==> src/hdl/ex_macros.svh <==
// execute stage widths and multiplier latency, shared by RTL and testbench
`ifndef EX_MACROS_SVH
`define EX_MACROS_SVH

// ======================================================================
// data path
// ======================================================================

// integer register width, RV32
`define XLEN 32

// register file address, 32 entries
`define RF_ADDR_W 5

// ======================================================================
// multiplier
// ======================================================================

// edges from first accepted multiply cycle until ready goes high
// one edge to register operands, one to form the product
`define MULT_CYCLES 2

`endif

==> src/hdl/ex_pkg.sv <==
// execute stage operator encodings for the ALU and the multiplier
package ex_pkg;

    // ALU operators
    // arithmetic and logic first, then shifts, then compares
    typedef enum logic [4:0] {
        ALU_ADD  = 5'd0,
        ALU_SUB  = 5'd1,
        ALU_AND  = 5'd2,
        ALU_OR   = 5'd3,
        ALU_XOR  = 5'd4,
        // shifts, amount from operand b low bits
        ALU_SLL  = 5'd5,
        ALU_SRL  = 5'd6,
        ALU_SRA  = 5'd7,
        // set-less-than, 0/1 result
        ALU_SLT  = 5'd8,
        ALU_SLTU = 5'd9,
        // branch compares
        ALU_EQ   = 5'd10,
        ALU_NE   = 5'd11,
        ALU_LT   = 5'd12,
        ALU_GE   = 5'd13,
        ALU_LTU  = 5'd14,
        ALU_GEU  = 5'd15
    } alu_op_e;

    // multiplier operators
    // operand signedness is implied by the operator
    //   MUL    low word, sign irrelevant
    //   MULH   high word, signed x signed
    //   MULHSU high word, signed x unsigned
    //   MULHU  high word, unsigned x unsigned
    typedef enum logic [1:0] {
        MULT_MUL    = 2'd0,
        MULT_MULH   = 2'd1,
        MULT_MULHSU = 2'd2,
        MULT_MULHU  = 2'd3
    } mult_op_e;

endpackage

==> src/hdl/ex_alu.sv <==
// single-cycle integer ALU with arithmetic, logic, shift and compare operations
`timescale 1ns/1ps
`include "ex_macros.svh"

module ex_alu import ex_pkg::*; (
    // only used to sample the assertions
    input  logic               clk,
    input  logic               rst_n,

    input  logic               enable_i,
    input  alu_op_e            operator_i,
    input  logic [`XLEN-1:0]   operand_a_i,
    input  logic [`XLEN-1:0]   operand_b_i,

    output logic [`XLEN-1:0]   result_o,
    output logic               comparison_result_o,

    output logic               ready_o,
    input  logic               ex_ready_i
);

    localparam int SHAMT_W = $clog2(`XLEN);

    logic [SHAMT_W-1:0]  shamt;
    logic                is_equal;
    logic                is_less;
    logic                is_less_u;
    logic                cmp_result;

    // ==================================================================
    // comparator
    // ==================================================================

    assign is_equal  = (operand_a_i == operand_b_i);
    assign is_less   = ($signed(operand_a_i) < $signed(operand_b_i));
    assign is_less_u = (operand_a_i < operand_b_i);

    // condition per operator, 0 for non-compare ops
    always_comb begin
        case (operator_i)
            ALU_EQ:            cmp_result = is_equal;
            ALU_NE:            cmp_result = ~is_equal;
            ALU_LT, ALU_SLT:   cmp_result = is_less;
            ALU_GE:            cmp_result = ~is_less;
            ALU_LTU, ALU_SLTU: cmp_result = is_less_u;
            ALU_GEU:           cmp_result = ~is_less_u;
            default:           cmp_result = 1'b0;
        endcase
    end

    // branch decision goes straight out
    assign comparison_result_o = cmp_result;

    // ==================================================================
    // result mux
    // ==================================================================

    // shift amount, only low bits count
    assign shamt = operand_b_i[SHAMT_W-1:0];

    always_comb begin
        case (operator_i)
            ALU_ADD: result_o = operand_a_i + operand_b_i;
            ALU_SUB: result_o = operand_a_i - operand_b_i;
            ALU_AND: result_o = operand_a_i & operand_b_i;
            ALU_OR:  result_o = operand_a_i | operand_b_i;
            ALU_XOR: result_o = operand_a_i ^ operand_b_i;
            ALU_SLL: result_o = operand_a_i << shamt;
            ALU_SRL: result_o = operand_a_i >> shamt;
            // arithmetic shift keeps the sign bit
            ALU_SRA: result_o = $signed(operand_a_i) >>> shamt;
            // compares give a 0/1 word
            ALU_SLT, ALU_SLTU,
            ALU_EQ, ALU_NE, ALU_LT, ALU_GE, ALU_LTU, ALU_GEU:
                result_o = {{(`XLEN-1){1'b0}}, cmp_result};
            default: result_o = '0;
        endcase
    end

    // no internal state, always done in one cycle
    assign ready_o = 1'b1;

    // ==================================================================
    // assertions
    // ==================================================================

    // decode only issues known operator encodings
    a_legal_op: assert property (
        @(posedge clk) disable iff (!rst_n)
        enable_i |-> (!$isunknown(operator_i) &&
                      operator_i inside {ALU_ADD, ALU_SUB, ALU_AND, ALU_OR, ALU_XOR,
                                         ALU_SLL, ALU_SRL, ALU_SRA, ALU_SLT, ALU_SLTU,
                                         ALU_EQ, ALU_NE, ALU_LT, ALU_GE, ALU_LTU,
                                         ALU_GEU})
    ) else $error("ex_alu: illegal operator %0d", operator_i);

    // stalled instruction is held by decode until the stage accepts it
    a_hold_on_stall: assert property (
        @(posedge clk) disable iff (!rst_n)
        (enable_i && !ex_ready_i) |=> (enable_i && $stable(operator_i))
    ) else $error("ex_alu: instruction changed while stalled");

endmodule

==> src/hdl/ex_mult.sv <==
// multi-cycle 32x32 multiplier returning the low or high product word
`timescale 1ns/1ps
`include "ex_macros.svh"

module ex_mult import ex_pkg::*; (
    input  logic               clk,
    input  logic               rst_n,

    input  logic               enable_i,
    input  mult_op_e           operator_i,
    input  logic [`XLEN-1:0]   op_a_i,
    input  logic [`XLEN-1:0]   op_b_i,

    output logic [`XLEN-1:0]   result_o,

    output logic               ready_o,
    input  logic               ready_i
);

    // controller states
    typedef enum logic [1:0] {
        MULT_IDLE    = 2'd0,
        MULT_PRODUCT = 2'd1,
        MULT_DONE    = 2'd2
    } mult_state_e;

    mult_state_e              state_q;
    mult_state_e              state_d;

    // operands captured on the first cycle
    mult_op_e                 op_q;
    logic [`XLEN-1:0]         op_a_q;
    logic [`XLEN-1:0]         op_b_q;
    logic [`XLEN-1:0]         result_q;

    logic                     signed_a;
    logic                     signed_b;
    logic signed [`XLEN:0]    op_a_ext;
    logic signed [`XLEN:0]    op_b_ext;
    logic signed [2*`XLEN+1:0] product_full;
    logic [2*`XLEN-1:0]       product;

    // ==================================================================
    // controller
    // ==================================================================

    always_comb begin
        state_d = state_q;
        case (state_q)
            MULT_IDLE:    if (enable_i) state_d = MULT_PRODUCT;
            MULT_PRODUCT: state_d = MULT_DONE;
            // wait for the stage to take the result
            MULT_DONE:    if (ready_i) state_d = MULT_IDLE;
            default:      state_d = MULT_IDLE;
        endcase
    end

    always_ff @(posedge clk or negedge rst_n) begin
        if (!rst_n) begin
            state_q <= MULT_IDLE;
        end else begin
            state_q <= state_d;
        end
    end

    // ready drops on the very first enable cycle
    assign ready_o = (state_q == MULT_DONE) ||
                     ((state_q == MULT_IDLE) && !enable_i);

    // ==================================================================
    // datapath
    // ==================================================================

    always_ff @(posedge clk) begin
        if ((state_q == MULT_IDLE) && enable_i) begin
            op_q   <= operator_i;
            op_a_q <= op_a_i;
            op_b_q <= op_b_i;
        end
    end

    // signedness from the operator
    assign signed_a = (op_q == MULT_MULH) || (op_q == MULT_MULHSU);
    assign signed_b = (op_q == MULT_MULH);

    // one extra bit covers both signed and unsigned operands
    assign op_a_ext = {signed_a & op_a_q[`XLEN-1], op_a_q};
    assign op_b_ext = {signed_b & op_b_q[`XLEN-1], op_b_q};

    assign product_full = op_a_ext * op_b_ext;
    assign product      = product_full[2*`XLEN-1:0];

    // pick the word at the end of the product state
    always_ff @(posedge clk) begin
        if (state_q == MULT_PRODUCT) begin
            if (op_q == MULT_MUL) begin
                result_q <= product[`XLEN-1:0];
            end else begin
                result_q <= product[2*`XLEN-1:`XLEN];
            end
        end
    end

    assign result_o = result_q;

    // ==================================================================
    // assertions
    // ==================================================================

    // finished result is held while the stage is stalled
    a_result_stable: assert property (
        @(posedge clk) disable iff (!rst_n)
        ((state_q == MULT_DONE) && !ready_i) |=> $stable(result_o)
    ) else $error("ex_mult: result changed while stalled");

    // decode must keep the multiply until it completes
    a_enable_held: assert property (
        @(posedge clk) disable iff (!rst_n)
        (state_q != MULT_IDLE) |-> enable_i
    ) else $error("ex_mult: enable dropped before completion");

endmodule

==> src/hdl/ex_stage.sv <==
// execute stage top: ALU, multiplier, forward mux, EX/WB register, stall logic
`timescale 1ns/1ps
`include "ex_macros.svh"

module ex_stage import ex_pkg::*; (
    input  logic                   clk,
    input  logic                   rst_n,

    // ALU instruction from decode
    input  alu_op_e                alu_operator_i,
    input  logic [`XLEN-1:0]       alu_operand_a_i,
    input  logic [`XLEN-1:0]       alu_operand_b_i,
    input  logic [`XLEN-1:0]       alu_operand_c_i,
    input  logic                   alu_en_i,

    // multiply instruction from decode
    input  mult_op_e               mult_operator_i,
    input  logic [`XLEN-1:0]       mult_operand_a_i,
    input  logic [`XLEN-1:0]       mult_operand_b_i,
    input  logic                   mult_en_i,

    // load/store unit
    input  logic                   lsu_en_i,
    input  logic [`XLEN-1:0]       lsu_rdata_i,
    input  logic                   lsu_ready_ex_i,

    // branch and jump
    input  logic                   branch_in_ex_i,
    output logic                   branch_decision_o,
    output logic [`XLEN-1:0]       jump_target_o,

    // write-back destinations from decode
    input  logic                   regfile_we_i,
    input  logic [`RF_ADDR_W-1:0]  regfile_waddr_i,
    input  logic                   regfile_alu_we_i,
    input  logic [`RF_ADDR_W-1:0]  regfile_alu_waddr_i,

    // CSR read value
    input  logic                   csr_access_i,
    input  logic [`XLEN-1:0]       csr_rdata_i,

    // load write-back, EX/WB register
    output logic [`RF_ADDR_W-1:0]  regfile_waddr_wb_o,
    output logic                   regfile_we_wb_o,
    output logic [`XLEN-1:0]       regfile_wdata_wb_o,

    // forward path to decode and register file
    output logic [`RF_ADDR_W-1:0]  regfile_alu_waddr_fw_o,
    output logic                   regfile_alu_we_fw_o,
    output logic [`XLEN-1:0]       regfile_alu_wdata_fw_o,

    // stall handshake
    output logic                   ex_ready_o,
    output logic                   ex_valid_o,
    input  logic                   wb_ready_i
);

    logic [`XLEN-1:0]  alu_result;
    logic              alu_cmp_result;
    logic              alu_ready;
    logic [`XLEN-1:0]  mult_result;
    logic              mult_ready;
    logic              units_ready;
    logic              any_en;

    // ==================================================================
    // functional units
    // ==================================================================

    ex_alu u_alu (
        .clk                 (clk),
        .rst_n               (rst_n),
        .enable_i            (alu_en_i),
        .operator_i          (alu_operator_i),
        .operand_a_i         (alu_operand_a_i),
        .operand_b_i         (alu_operand_b_i),
        .result_o            (alu_result),
        .comparison_result_o (alu_cmp_result),
        .ready_o             (alu_ready),
        .ex_ready_i          (ex_ready_o)
    );

    ex_mult u_mult (
        .clk        (clk),
        .rst_n      (rst_n),
        .enable_i   (mult_en_i),
        .operator_i (mult_operator_i),
        .op_a_i     (mult_operand_a_i),
        .op_b_i     (mult_operand_b_i),
        .result_o   (mult_result),
        .ready_o    (mult_ready),
        .ready_i    (ex_ready_o)
    );

    // branch outcome straight from the comparator
    assign branch_decision_o = alu_cmp_result;
    // target already computed by decode, carried in operand c
    assign jump_target_o     = alu_operand_c_i;

    // forward mux, enables are one-hot
    always_comb begin
        if (alu_en_i) begin
            regfile_alu_wdata_fw_o = alu_result;
        end else if (mult_en_i) begin
            regfile_alu_wdata_fw_o = mult_result;
        end else if (csr_access_i) begin
            regfile_alu_wdata_fw_o = csr_rdata_i;
        end else begin
            regfile_alu_wdata_fw_o = '0;
        end
    end

    assign regfile_alu_we_fw_o    = regfile_alu_we_i;
    assign regfile_alu_waddr_fw_o = regfile_alu_waddr_i;

    // ==================================================================
    // stall logic
    // ==================================================================

    assign units_ready = alu_ready & mult_ready & lsu_ready_ex_i & wb_ready_i;
    assign any_en      = alu_en_i | mult_en_i | csr_access_i | lsu_en_i;

    // branches resolve here, no need to wait for write-back
    assign ex_ready_o = units_ready | branch_in_ex_i;
    assign ex_valid_o = any_en & units_ready;

    // ==================================================================
    // EX/WB register
    // ==================================================================

    // write enable is control
    always_ff @(posedge clk or negedge rst_n) begin
        if (!rst_n) begin
            regfile_we_wb_o <= 1'b0;
        end else if (ex_valid_o) begin
            regfile_we_wb_o <= regfile_we_i;
        end else if (wb_ready_i) begin
            // bubble, drain the old entry
            regfile_we_wb_o <= 1'b0;
        end
    end

    // address and load data only when a write follows
    always_ff @(posedge clk) begin
        if (ex_valid_o && regfile_we_i) begin
            regfile_waddr_wb_o <= regfile_waddr_i;
            regfile_wdata_wb_o <= lsu_rdata_i;
        end
    end

    // ==================================================================
    // assertions
    // ==================================================================

    // decode issues to one unit at a time
    a_one_enable: assert property (
        @(posedge clk) disable iff (!rst_n)
        $onehot0({alu_en_i, mult_en_i, csr_access_i, lsu_en_i})
    ) else $error("ex_stage: more than one unit enabled");

endmodule

==> config.mk <==
export PLATFORM = sky130hd
export DESIGN_NAME = ex_stage
export DESIGN_NICKNAME = d
export VERILOG_FILES = /design/src/hdl/ex_pkg.sv /design/src/hdl/ex_alu.sv /design/src/hdl/ex_mult.sv /design/src/hdl/ex_stage.sv
export VERILOG_INCLUDE_DIRS = /design/src /design/src/hdl
export SDC_FILE = /design/constraint.sdc
export NUM_CORES = 2
export LEC_CHECK = 0
export BUFFER_PORTS_ARGS = -buffer_cell sky130_fd_sc_hd__buf_2
export CORE_ASPECT_RATIO = 0.9
export CORE_UTILIZATION = 44
export CTS_BUF_LIST = sky130_fd_sc_hd__clkbuf_8
export DETAILED_ROUTE_END_ITERATION = 7
export PLACE_DENSITY = 0.76
export SYNTH_ARGS = -nofsm -noshare
export SYNTH_HDL_FRONTEND = slang
export SYNTH_SLANG_ARGS = --single-unit
==> constraint.sdc <==
create_clock -name clk -period 8.5 [get_ports clk]
set_clock_uncertainty 0.1 [all_clocks]
set_input_delay 1.275 -clock clk [delete_from_list [all_inputs] [get_ports clk]]
set_output_delay 1.275 -clock clk [all_outputs]
set_load 0.1 [all_outputs]
==> impl_metrics.py <==
metrics = {
    "worst_setup_path": {
        "worstPathCellList": "buf_4 -> buf_4 -> nand2_1 -> fa_1 -> fa_1 -> fa_1 -> inv_1 -> fa_1 -> fa_1 -> ha_1 -> fa_1 -> fa_1 -> ha_1 -> a21oi_1 -> nand3_1 -> o2111ai_1 -> a21oi_1 -> a22oi_2 -> o211a_1 -> o21a_1 -> o31ai_2 -> a21oi_1 -> or3_1",
        "r2r_cells": 23,
        "crit_path_end_kind": "flop",
        "worstSetupStartpointType": "flop",
        "max_stage_delay_ns": 0.92,
        "r2r_slack_ns": 0.24,
        "path_class": "reg -> reg",
        "critPathSlowestCell": "edfxtp_1",
        "worstReg2RegStart": "u_mult.op_a_q[3]",
        "arrival_ns": 8.51,
        "r2r-end": "u_mult.result_o[28]",
        "worst_ep_required_time_ns": 8.75,
        "crit_top_cell": "fa_1",
        "crit_fanout": 14,
    },
    "global_routing": {
        "grt_pass1_wl_um": 255000,
        "grt_pass1_vias": 43900,
        "grt_usage_pct": 27.9,
        "grt_max_degree": 73,
        "overflow": 0,
        "antenna_found_initial": 9,
    },
    "clocking": {
        "cts_root_buf": "clkbuf_8",
        "htreeDepth": 4,
        "insertion_delay_ns": 0.63,
        "cts_hold_buf": 0,
        "path_clk_slew_ns": 0.13,
        "clockBufferDepth": 2,
        "cts_buffers": 17,
        "cts_sinks": 138,
        "cts_tree": "done",
    },
    "sta": {
        "slew_headroom_pct": 28.7,
        "drv_slew": 0,
        "period_share_pct": 97.1,
        "layout_min_cycle_time_ns": 8.26,
        "timing_hold_violations_final": 0,
        "tightest_slew_ns": 1.07,
        "timing.fmax_ghz": 0.121,
        "setup_viol": 0,
        "worst_slack_ns": 0.243,
    },
    "synthesis": {
        "synth.top_cell.area_share_pct": 43.6,
        "synth_cell_types": 90,
        "avgSynthCellArea_um2": 8.91,
        "ys_seq_elements": 138,
        "syn_area_um2": 51800,
        "ys_seq_area_share_pct": 7.97,
        "synth_area_leaders": "fa_1, inv_1, edfxtp_1",
        "async_reset_ff_share_pct": 2.17,
        "synth_top_area_cell": "fa_1",
        "synth_warnings": 0,
        "syn-num-nets": 7507,
        "synth_ff_type": "edfxtp_1",
        "synth_edf_count": 135,
        "syn_inst": 5817,
    },
    "placed_design": {
        "place_congestion": 1.02,
        "io_buffers": 286,
        "place_worst_setup_slack_ns": -0.0868,
        "place_hpwl_um": 134000,
    },
    "cells_and_area": {
        "drive_gt1_share_pct": 11.5,
        "final_core_util_pct": 48.1,
        "mostFrequentLayoutCell": "inv_1",
        "layout_common_cells": "inv_1, fa_1, nand2_1, ha_1, buf_2",
        "area_growth_pct": 8.62,
        "nets": 7656,
    },
    "die": {
        "coreArea_um2": 117000,
        "start_util_pct": 44.3,
        "rows": 119,
        "die_x_um": 364,
        "die_h_um": 328,
        "io_pins": 363,
        "die_area_um2": 119000,
    },
    "route": {
        "ant_nets": 0,
        "post-route-drc-count": 0,
        "wirelength_um": 164000,
        "dr.pass1.iters": 7,
        "vias": 42300,
        "avgRoutedWirePerCell_um": 21.7,
        "drt-vias-per-instance": 5.60,
        "drtIter0Drc": 4303,
    },
    "worst_hold_path": {
        "hold_class": "in -> async",
    },
    "status": {
        "outcome": "complete, no violations",
    },
    "job": {
        "timing.max_cap.violations": 0,
    },
}
## how the worst max path moves through the flow
stage / from / to / slack [ns] / cells after the start
detailed placement: u_mult.op_q[0] / u_mult.result_o[31] / -0.09 / 30
floorplan: u_mult.op_q[0] / u_mult.result_o[31] / 0.06 / 32
CTS: u_mult.op_q[0] / u_mult.result_o[31] / 0.04 / 30
global route: u_mult.op_q[0] / u_mult.result_o[31] / -0.04 / 29
finish: u_mult.op_a_q[3] / u_mult.result_o[28] / 0.24 / 23
global placement: u_mult.op_q[0] / u_mult.result_o[31] / 0.07 / 30
## cell usage after synthesis (11+ instances only)
cell type	count
edfxtp_1	135
nand3_1	45
a221oi_1	21
o21a_1	12
a21o_1	30
buf_2	23
a2111oi_0	11
nand2b_1	23
nor3_1	45
nand2_1	948
o211ai_1	27
o21bai_1	23
a22oi_1	34
or2_2	13
clkbuf_8	11
nor2_1	221
inv_1	1290
nand4_1	15
a21oi_1	166
mux2i_1	44
clkbuf_1	283
buf_4	41
a211oi_1	35
or3_1	16
o21ai_0	182
o22ai_1	22
a31oi_1	30
xnor2_1	65
xor2_1	29
mux4_2	56
ha_1	311
fa_1	1127
nor2b_1	20
and2_1	280
and3_1	30
## kinds of logic (layout without fill, tap and decap cells)
| logic type | count (synthesis) | count (layout) | synth area share (%) |
|---|---|---|---|
| other | 0 | 2 | 0 |
| XOR/XNOR | 94 | 94 | 1.59 |
| multiplexers | 105 | 105 | 3.39 |
| buffers and inverters | 1661 | 1823 | 12.7 |
| flip-flops | 138 | 138 | 7.97 |
| adder cells (fa/ha/maj) | 1438 | 1438 | 51.1 |
| AO/OA/AOI/OAI | 689 | 689 | 8.62 |
| AND/OR/NAND/NOR | 1692 | 1692 | 14.7 |
## per-layer routing
layer	global-route usage [%]	vias to the layer above	routed length [um]
met2	41.6	2531	71500
met1	38.1	21300	65200
met5	0.400	-	108
li1	-	18000	-
met3	8.63	403	20300
met4	10.5	8	6710
## metrics by stage
step           area (um2)  setup TNS [ns]  cells  hold slack [ns]
3_3_place_gp        55300               0   7496            0.362
5_1_grt             56300         -0.0473   7553            0.304
6_report            56300               0   7554            0.350
3_5_place_dp        55300          -0.117   7496            0.373
2_1_floorplan       51800               0   5817            0.372
4_1_cts             55700               0   7528            0.278
## area by class of cell
| type | count | area [um2] |
|---|---|---|
| inverter | 1291 | 4850 |
| clock buffer | 18 | 248 |
| timing repair buffer | 500 | 3530 |
| fill | 10800 | 60600 |
| sequential | 138 | 4130 |
| antenna | 2 | 5.00 |
| tap | 1573 | 1970 |
| clock inverter | 14 | 160 |
| multi-input combinational | 4018 | 41400 |
## state kept, by name, indices dropped and copies added, names as in the netlist
signal / flops
regfile_waddr_wb_o: 5
u_mult.state_q: 2
u_mult.op_q: 2
u_mult.op_b_q: 32
u_mult.op_a_q: 32
regfile_wdata_wb_o: 32
regfile_we_wb_o: 1
u_mult.result_o: 32
## what timing repair did
item	in CTS	in global routing
setup buffers	0	24
gates resized for setup	4	65
pin swaps	0	22
cloned	0	0
endpoints found under the setup margin	5	15
## worst max-delay path: cells and delay by family, from the launching register on
kind	cells	cell delay, ns
adders and majority gates	9	4.05
AOI/OAI and AO/OA	8	1.69
DFF	1	0.92
buffers and inverters	3	0.61
and+or+nand+nor	3	0.58
Power is not shown: default switching activity piles up to over one toggle a cycle in this logic, so the estimate is an artifact.
